--- src/logic/cache_geom_pkg.sv ---
`default_nettype none

package cache_geom_pkg;

   // address split: tag | index | byte offset within the word
   localparam int unsigned TAG_WIDTH    = 44;
   localparam int unsigned INDEX_WIDTH  = 8;
   localparam int unsigned OFFSET_WIDTH = 3;  // 8 bytes per word
   localparam int unsigned ADDR_WIDTH   = TAG_WIDTH + INDEX_WIDTH + OFFSET_WIDTH;

   localparam int unsigned DATA_WIDTH   = 64; // one word per line
   localparam int unsigned NUM_SETS     = 256;

   // geometry of the sram macro the banks are built from
   localparam int unsigned MACRO_WIDTH  = 16;
   localparam int unsigned MACRO_DEPTH  = 256;

   typedef logic [ADDR_WIDTH-1:0]  cache_addr_t;
   typedef logic [TAG_WIDTH-1:0]   cache_tag_t;
   typedef logic [INDEX_WIDTH-1:0] cache_index_t;
   typedef logic [DATA_WIDTH-1:0]  cache_data_t;

   // per-line state, bit 1 valid and bit 0 dirty
   typedef logic [1:0] line_state_t;

   localparam int unsigned STATE_VALID_BIT = 1;
   localparam int unsigned STATE_DIRTY_BIT = 0;

   localparam line_state_t STATE_INVALID = 2'b00; // written by the reset sweep
   localparam line_state_t STATE_CLEAN   = 2'b10; // after a fill
   localparam line_state_t STATE_DIRTY   = 2'b11; // after a write hit

endpackage

`default_nettype wire

--- src/logic/cache_msg_pkg.sv ---
`default_nettype none

package cache_msg_pkg;

   typedef enum logic [1:0] {
      OP_READ  = 2'd0,
      OP_WRITE = 2'd1, // write-back, touches only a hit line
      OP_FILL  = 2'd2  // install a line, returns the victim
   } cache_op_e;

   // lookup controller states
   typedef enum logic [1:0] {
      S_CLEAR   = 2'd0, // post-reset sweep of the state bank
      S_IDLE    = 2'd1,
      S_COMPARE = 2'd2,
      S_RESP    = 2'd3
   } lookup_state_e;

   typedef struct packed {
      cache_op_e                 op;
      cache_geom_pkg::cache_addr_t addr;
      cache_geom_pkg::cache_data_t wdata;
   } cache_req_t;

   // rdata is the hit word on a read hit, otherwise the stored victim word
   typedef struct packed {
      logic                        hit;
      cache_geom_pkg::cache_data_t rdata;
      logic                        victim_valid;
      logic                        victim_dirty;
      cache_geom_pkg::cache_tag_t  victim_tag;
   } cache_resp_t;

endpackage

`default_nettype wire

--- src/logic/cache_lookup.sv ---
`default_nettype none

module cache_lookup (
   input  logic                         clk,
   input  logic                         rst_n,

   input  logic                         req_valid,
   input  cache_msg_pkg::cache_req_t    req,
   output logic                         resp_valid,
   output cache_msg_pkg::cache_resp_t   resp,
   output logic                         ready,

   // shared bank controls
   output logic                         bank_cs,
   output logic                         bank_we,
   output cache_geom_pkg::cache_index_t bank_addr,

   output cache_geom_pkg::cache_tag_t   tag_wdata,
   input  cache_geom_pkg::cache_tag_t   tag_rdata,
   output cache_geom_pkg::cache_data_t  data_wdata,
   input  cache_geom_pkg::cache_data_t  data_rdata,
   output cache_geom_pkg::line_state_t  state_wdata,
   input  cache_geom_pkg::line_state_t  state_rdata
);

   localparam int unsigned OFF_W = cache_geom_pkg::OFFSET_WIDTH;
   localparam int unsigned IDX_W = cache_geom_pkg::INDEX_WIDTH;
   localparam int unsigned TAG_LSB = OFF_W + IDX_W;

   localparam cache_geom_pkg::cache_index_t LAST_SET =
      cache_geom_pkg::cache_index_t'(cache_geom_pkg::NUM_SETS - 1);

   cache_msg_pkg::lookup_state_e state;
   logic                         sweep_on;  // low only in the cycle right after reset
   cache_geom_pkg::cache_index_t clear_idx;

   cache_msg_pkg::cache_req_t    req_q;     // request held for compare and write
   cache_msg_pkg::cache_resp_t   resp_q;

   cache_geom_pkg::cache_tag_t   req_tag;
   cache_geom_pkg::cache_index_t req_idx;
   cache_geom_pkg::cache_index_t req_q_idx;
   logic                         tag_match;
   logic                         line_valid;

   assign req_tag   = req_q.addr[TAG_LSB +: cache_geom_pkg::TAG_WIDTH];
   assign req_idx   = req.addr[OFF_W +: IDX_W];
   assign req_q_idx = req_q.addr[OFF_W +: IDX_W];

   // bank read data is valid in S_COMPARE
   assign line_valid = state_rdata[cache_geom_pkg::STATE_VALID_BIT];
   assign tag_match  = line_valid && (tag_rdata == req_tag);

   assign ready      = (state != cache_msg_pkg::S_CLEAR);
   assign resp_valid = (state == cache_msg_pkg::S_RESP);
   assign resp       = resp_q;

   always_ff @(posedge clk) begin
      if (!rst_n) begin
         state     <= cache_msg_pkg::S_CLEAR;
         sweep_on  <= 1'b0;
         clear_idx <= '0;
      end else begin
         unique case (state)
            cache_msg_pkg::S_CLEAR: begin
               sweep_on <= 1'b1;
               if (sweep_on) begin
                  clear_idx <= clear_idx + 1'b1;
                  if (clear_idx == LAST_SET) begin
                     state <= cache_msg_pkg::S_IDLE; // sweep done
                  end
               end
            end
            cache_msg_pkg::S_IDLE: begin
               if (req_valid) begin
                  state <= cache_msg_pkg::S_COMPARE;
               end
            end
            cache_msg_pkg::S_COMPARE: state <= cache_msg_pkg::S_RESP;
            cache_msg_pkg::S_RESP:    state <= cache_msg_pkg::S_IDLE;
            default:                  state <= cache_msg_pkg::S_CLEAR;
         endcase
      end
   end

   always_ff @(posedge clk) begin
      if (state == cache_msg_pkg::S_IDLE && req_valid) begin
         req_q <= req;
      end
      if (state == cache_msg_pkg::S_COMPARE) begin
         resp_q.hit          <= tag_match && (req_q.op != cache_msg_pkg::OP_FILL);
         resp_q.rdata        <= data_rdata; // hit word or victim word
         resp_q.victim_valid <= line_valid;
         resp_q.victim_dirty <= state_rdata[cache_geom_pkg::STATE_DIRTY_BIT];
         resp_q.victim_tag   <= tag_rdata;
      end
   end

   // bank port: sweep writes, request reads, then hit write or fill
   always_comb begin
      bank_cs     = 1'b0;
      bank_we     = 1'b0;
      bank_addr   = req_q_idx;
      tag_wdata   = req_tag;
      data_wdata  = req_q.wdata;
      state_wdata = cache_geom_pkg::STATE_INVALID;
      unique case (state)
         cache_msg_pkg::S_CLEAR: begin
            bank_cs   = sweep_on;
            bank_we   = 1'b1;
            bank_addr = clear_idx;
         end
         cache_msg_pkg::S_IDLE: begin
            bank_cs   = req_valid; // read all banks in the request cycle
            bank_addr = req_idx;
         end
         cache_msg_pkg::S_COMPARE: begin
            bank_cs = 1'b0;
         end
         cache_msg_pkg::S_RESP: begin
            if (req_q.op == cache_msg_pkg::OP_FILL) begin
               bank_cs     = 1'b1;
               bank_we     = 1'b1;
               state_wdata = cache_geom_pkg::STATE_CLEAN;
            end else if (req_q.op == cache_msg_pkg::OP_WRITE && resp_q.hit) begin
               bank_cs     = 1'b1;
               bank_we     = 1'b1; // tag rewritten unchanged
               state_wdata = cache_geom_pkg::STATE_DIRTY;
            end
         end
         default: begin
            bank_cs = 1'b0;
         end
      endcase
   end

endmodule

`default_nettype wire

--- config.mk ---
export PLATFORM = sky130hd
export DESIGN_NAME = cache_lookup
export DESIGN_NICKNAME = d
export VERILOG_FILES = /design/src/logic/cache_geom_pkg.sv /design/src/logic/cache_msg_pkg.sv /design/src/logic/cache_lookup.sv
export SDC_FILE = /design/constraint.sdc
export NUM_CORES = 1
export LEC_CHECK = 0
export BUFFER_PORTS_ARGS = -buffer_cell sky130_fd_sc_hd__buf_4
export CAP_MARGIN = 20
export CORE_AREA = 2 2 182 184
export CTS_CLUSTER_DIAMETER = 100
export DETAILED_ROUTE_END_ITERATION = 10
export DIE_AREA = 0 0 184 186
export PLACE_DENSITY = 0.63
export SETUP_SLACK_MARGIN = 0.05
export SYNTH_ARGS = -nofsm -noshare
export SYNTH_HDL_FRONTEND = slang
export SYNTH_SLANG_ARGS = --single-unit
--- constraint.sdc ---
create_clock -name clk -period 5.7 [get_ports clk]
set_input_delay 0.285 -clock clk [delete_from_list [all_inputs] [get_ports clk]]
set_output_delay 0.285 -clock clk [all_outputs]
set_load 0.02 [all_outputs]
==> qor.yml, run 1 <==
place.gp.congestion: 0.735
core_area_um2: 32200
drv_cap: 0
synthTopCellsByCount: "edfxtp_1, buf_4, xor2_1"
synth_edf_count: 229
num_rows: 66
grt_overflow: 0
async_flop_share_pct: 0
cts.sinks: 240
min_period_ps: 2930
clock.fmax_ghz: 0.341
synth_ff_type: "edfxtp_1"
clock_skew_ps: 8.84
synth_area_um2: 8920
slew-limit-headroom_pct: 31.0
drt-total-wl_um: 29500
grt_pass1_vias: 6892
grt_max_degree: 71
report.final.slew_viol_count: 0
p_per_area_nw_per_um2: 321
numCtsBuffers: 27
tritoncts: "yes"
area_delta_synth_final_pct: 70.4
hp-class: "input pin to flop"
worst_pin_slew_ps: 1030
initial_utilization_pct: 27.7
synthTopCellsByArea: "edfxtp_1, buf_4, xor2_1"
die_w_um: 184
synth-seq-cells: 240
drc: 0
die_area_um2: 34200
crit_required_ps: 5410
synth_most_common_cell: "edfxtp_1"
drive_gt1_share_pct: 45.2
synth_cell_types: 30
yosysTopAreaCellShare_pct: 77.1
syn_area_per_cell_um2: 18.0
port_buffers: 463
hold_ws_ps: 142
yosysTopAreaCell: "edfxtp_1"
grt_use_total_pct: 16.3
die_h_um: 186
antenna_left: 0
setup_viol: 0
cts_setup_buffers: 0
nNetsFinal: 1347
root_buffer: "clkbuf_16"
io_pins: 467
cp_max_fo: 58
synth_fp_nets: 736
critPathKind: "flop to output port"
antenna_found_initial: 3
ys_seq_area_share_pct: 79.5
num_vias: 6342
status: "finished, final reports clean"
wl_per_cell_um: 19.2
p_leak_nw: 6.19
insertion_delay_ps: 540
synthCells: 495
htree_levels: 1
clockBufferDepth: 3
post-dp-hpwl_um: 20100
grt_pass1_wl_um: 41100
drt_first_iter_violations: 225
clk_pin_slew_worst_paths_ps: 60
cp-start-kind: "flop"
ir_worst_vdd_uv: 284
finalHoldViolCount: 0
endpoint_kind: "output port"
period_share_pct: 51.5
yosysWarningCount: 0
viasPerCell: 4.13
rsz0062_at_grt: "false"
arrival_ps: 2650
fin_setup_tns_ps: 0
firstDrtPassIters: 4
[through the flow]
| step | utilization [%] | instances | area [um^2] | total power [W] | setup slack, ps |
|---|---|---|---|---|---|
| 2_1_floorplan | - | 495 | 8920 | 0.00279 | 1310 |
| 3_3_place_gp | 37.6 | 1257 | 12100 | 0.00316 | 3070 |
| 3_5_place_dp | 37.6 | 1257 | 12100 | 0.00317 | 2990 |
| 4_1_cts | 47.2 | 1534 | 15200 | 0.00493 | 2690 |
| 5_1_grt | 47.2 | 1535 | 15200 | 0.00508 | 2500 |
| 6_report | 47.2 | 1536 | 15200 | 0.00488 | 2770 |
[worst max-delay path, cell delays in order (launching register included)]
cell and delay [ps]:
dfxtp_1 350, inv_1 160, ha_1 430, and2_4 770, nor2_1 70, o21ai_0 180, buf_4 170
[registers in the layout, indices dropped and copies added (netlist names)]
register	cells
data_wdata	64
sweep_on	1
req_q	10
tag_wdata	44
clear_idx	8
state	2
resp	111
[cell usage in the layout (no fill, tap or decap), drive strengths merged, types with 7 or more instances in the layout]
| cell | netlist | routed |
|---|---|---|
| clkinv | 0 | 11 |
| buf | 110 | 466 |
| nor4 | 11 | 11 |
| nor2 | 15 | 15 |
| dlygate4sd3 | 0 | 228 |
| clkbuf | 2 | 34 |
| ha | 7 | 7 |
| dfxtp | 11 | 11 |
| edfxtp | 229 | 229 |
| xor2 | 48 | 48 |
| a22oi | 8 | 8 |
| nand2 | 21 | 21 |
| nand4 | 7 | 7 |
[worst paths after layout]
| check | start | to | slack (ps) | cells after the start |
|---|---|---|---|---|
| hold reg to reg | sweep_on | sweep_on | 550 | 2 |
| setup / recovery | state[1] | bank_cs | 2770 | 6 |
| setup reg to reg | state[1] | data_wdata[22] | 3020 | 4 |
| hold / removal | req_valid | state[0] | 140 | 3 |
[power breakdown]
| group | internal [W] | switching [W] | leakage, nW |
|---|---|---|---|
| Sequential | 0.00214 | 0.0000759 | 2.16 |
| Clock | 0.000913 | 0.000708 | 0.389 |
| Combinational | 0.000474 | 0.000571 | 3.64 |
| Total | 0.00353 | 0.00136 | 6.19 |
[kinds of logic (layout without fill, tap and decap cells)]
logic type | after synthesis | count (layout) | synth area share, %
DFF | 240 | 240 | 79.5
AOI/OAI and AO/OA | 15 | 15 | 1.19
other | 0 | 2 | 0
buffers and inverters | 117 | 748 | 9.52
xor gates and xnor gates | 51 | 51 | 5.01
adders and majority gates | 7 | 7 | 0.981
muxes | 1 | 1 | 0.112
and+or+nand+nor | 64 | 64 | 3.66
[timing repair]
action	in CTS	in global routing
hold buffers	228	0
endpoints found under the hold margin	228	0
gates resized for setup	0	0
endpoints found under the setup margin	0	0
[cell type report]
| class | instances | area [um^2] |
|---|---|---|
| Clock inverter | 15 | 101 |
| Timing Repair Buffer | 694 | 5780 |
| Sequential cell | 240 | 7100 |
| Antenna cell | 2 | 5.00 |
| Fill cell | 2699 | 17000 |
| Clock buffer | 34 | 702 |
| Inverter | 5 | 18.8 |
| Multi-Input combinational cell | 138 | 992 |
| Tap cell | 408 | 510 |
[per-layer routing]
metal / vias up / routed length (um) / global-route usage [%]
li1: 2924 / - / -
met1: 3018 / 10700 / 17.0
met2: 346 / 15000 / 30.0
met3: 52 / 2570 / 5.22
met4: 2 / 1270 / 6.85
met5: - / 13 / 0
No activity file was read; power rests on OpenSTA's default activity.
==> run 2, diff against run 1 <==
Clock period 5.7 ns to 2.97 ns, I/O delays scaled along.
==> qor.yml, run 2 (synthesis gave the netlist of run 1 again) <==
grt_use_total_pct: 15.4
fillerInstances: 2671
viasPerCell: 4.11
firstDrtPassIters: 4
post-dp-hpwl_um: 18700
drt-total-wl_um: 28100
drc: 0
htree_levels: 1
power.net_switching_w: 0.00263
place.gp.congestion: 0.745
tritoncts: "yes"
drt_first_iter_violations: 239
status: "finished, final reports clean"
cts.sinks: 240
p_int_w: 0.00700
num_rows: 66
slowest_delay_ps: 590
met3_usage_pct: 5.42
rsz0062_at_grt: "false"
grt_max_degree: 112
endpoint_kind: "output port"
drv_cap: 0
min_period_ps: 2610
die_w_um: 184
largest_register_ffs: 111
final_cells: 1545
num_vias: 6349
io_pins: 467
grt_overflow: 0
layout_commonest_cell: "buf_4"
mostFrequentLayoutCells: "buf_4, dlygate4sd3_1, edfxtp_1, xor2_1, clkbuf_16"
drive_gt1_share_pct: 45.4
cp_slowest_cell: "and2_4"
insertion_delay_ps: 540
core_area_um2: 32200
power.total_w: 0.00963
root_buffer: "clkbuf_16"
finalHoldViolCount: 0
cts_setup_buffers: 0
grt.met2_usage_pct: 29.5
grt_pass1_wl_um: 39600
p_per_area_nw_per_um2: 626
grt_use_met1_pct: 15.5
grt_pass1_vias: 6902
cts-resized-gates: 0
cts_hold_buf: 230
path_cells: "inv_1, ha_1, and2_4, nor2_1, o21ai_0, buf_4"
dpl.cell_count: 1262
top_usage_layer: "met2"
port_buffers: 463
cp-start-kind: "flop"
clock_skew_ps: 16.9
die_area_um2: 34200
p_leak_nw: 6.27
report.final.slew_viol_count: 0
worst_pin_slew_ps: 642
clockBufferDepth: 3
nNetsFinal: 1355
power_frac_comb_pct: 21.1
slew-limit-headroom_pct: 57.2
arrival_ps: 2470
wl_per_cell_um: 18.2
die_h_um: 186
swShare_pct: 27.3
clock.fmax_ghz: 0.383
initial_utilization_pct: 27.7
cp_max_fo: 38
hp-class: "input pin to flop"
crit_required_ps: 2820
critPathKind: "flop to output port"
antenna_left: 0
clockPowerShare_pct: 34.8
clk_pin_slew_worst_paths_ps: 70
ir_worst_vdd_uv: 535
area_delta_synth_final_pct: 72.5
numCtsBuffers: 28
seqPwrFrac_pct: 44.1
period_share_pct: 88.0
setup_viol: 0
antenna_found_initial: 1
## run 2: critical path: cells and delay by family (launching register included)
family | cells | cell delay, ps
compound gates | 1 | 170
fa+ha+maj | 1 | 420
buf+inv | 2 | 320
flops | 1 | 340
simple gates | 2 | 660
## run 2: metal layers
layer / up-vias / part of all wire, %
li1: 2944 / -
met1: 2999 / 35
met2: 350 / 53
met3: 56 / 9.2
met4: 0 / 3.2
met5: - / 0
## run 2: layout make-up
cell class | count | area, um^2 | area share [%]
Timing Repair Buffer | 701 | 5880 | 38.2
Antenna cell | 1 | 2.50 | 0.0163
Multi-Input combinational cell | 138 | 992 | 6.44
Tap cell | 408 | 510 | 3.32
Sequential cell | 240 | 7100 | 46.1
Inverter | 5 | 18.8 | 0.122
Clock buffer | 35 | 748 | 4.86
Clock inverter | 17 | 151 | 0.983
## run 2: final timing paths
path | cells past startpoint | slack [ps] | start | end
worst max-delay path | 6 | 360 | state[1] | bank_cs
worst min-delay path | 2 | 300 | req[31] | data_wdata[31]
worst max register to register | 4 | 820 | state[1] | tag_wdata[40]
worst min register to register | 2 | 540 | sweep_on | sweep_on
## run 2: power groups by stage
stage / sequential [W] / clock (W) / combinational (W)
finish: 0.00424 / 0.00336 / 0.00203
CTS: 0.00424 / 0.00345 / 0.00204
detailed placement: 0.00431 / 0 / 0.00179
global route: 0.00427 / 0.00357 / 0.00218
floorplan: 0.00439 / 0 / 0.000950
global placement: 0.00429 / 0 / 0.00177
## run 2: metrics by stage
step	util (%)	setup slack, ps	setup TNS (ps)	area [um^2]	hold WS (ps)
2_1_floorplan	-	-37.2	-37.2	8930	247
3_3_place_gp	37.9	861	0	12200	326
3_5_place_dp	37.9	795	0	12200	328
4_1_cts	47.8	292	0	15400	279
5_1_grt	47.8	130	0	15400	294
6_report	47.8	356	0	15400	303
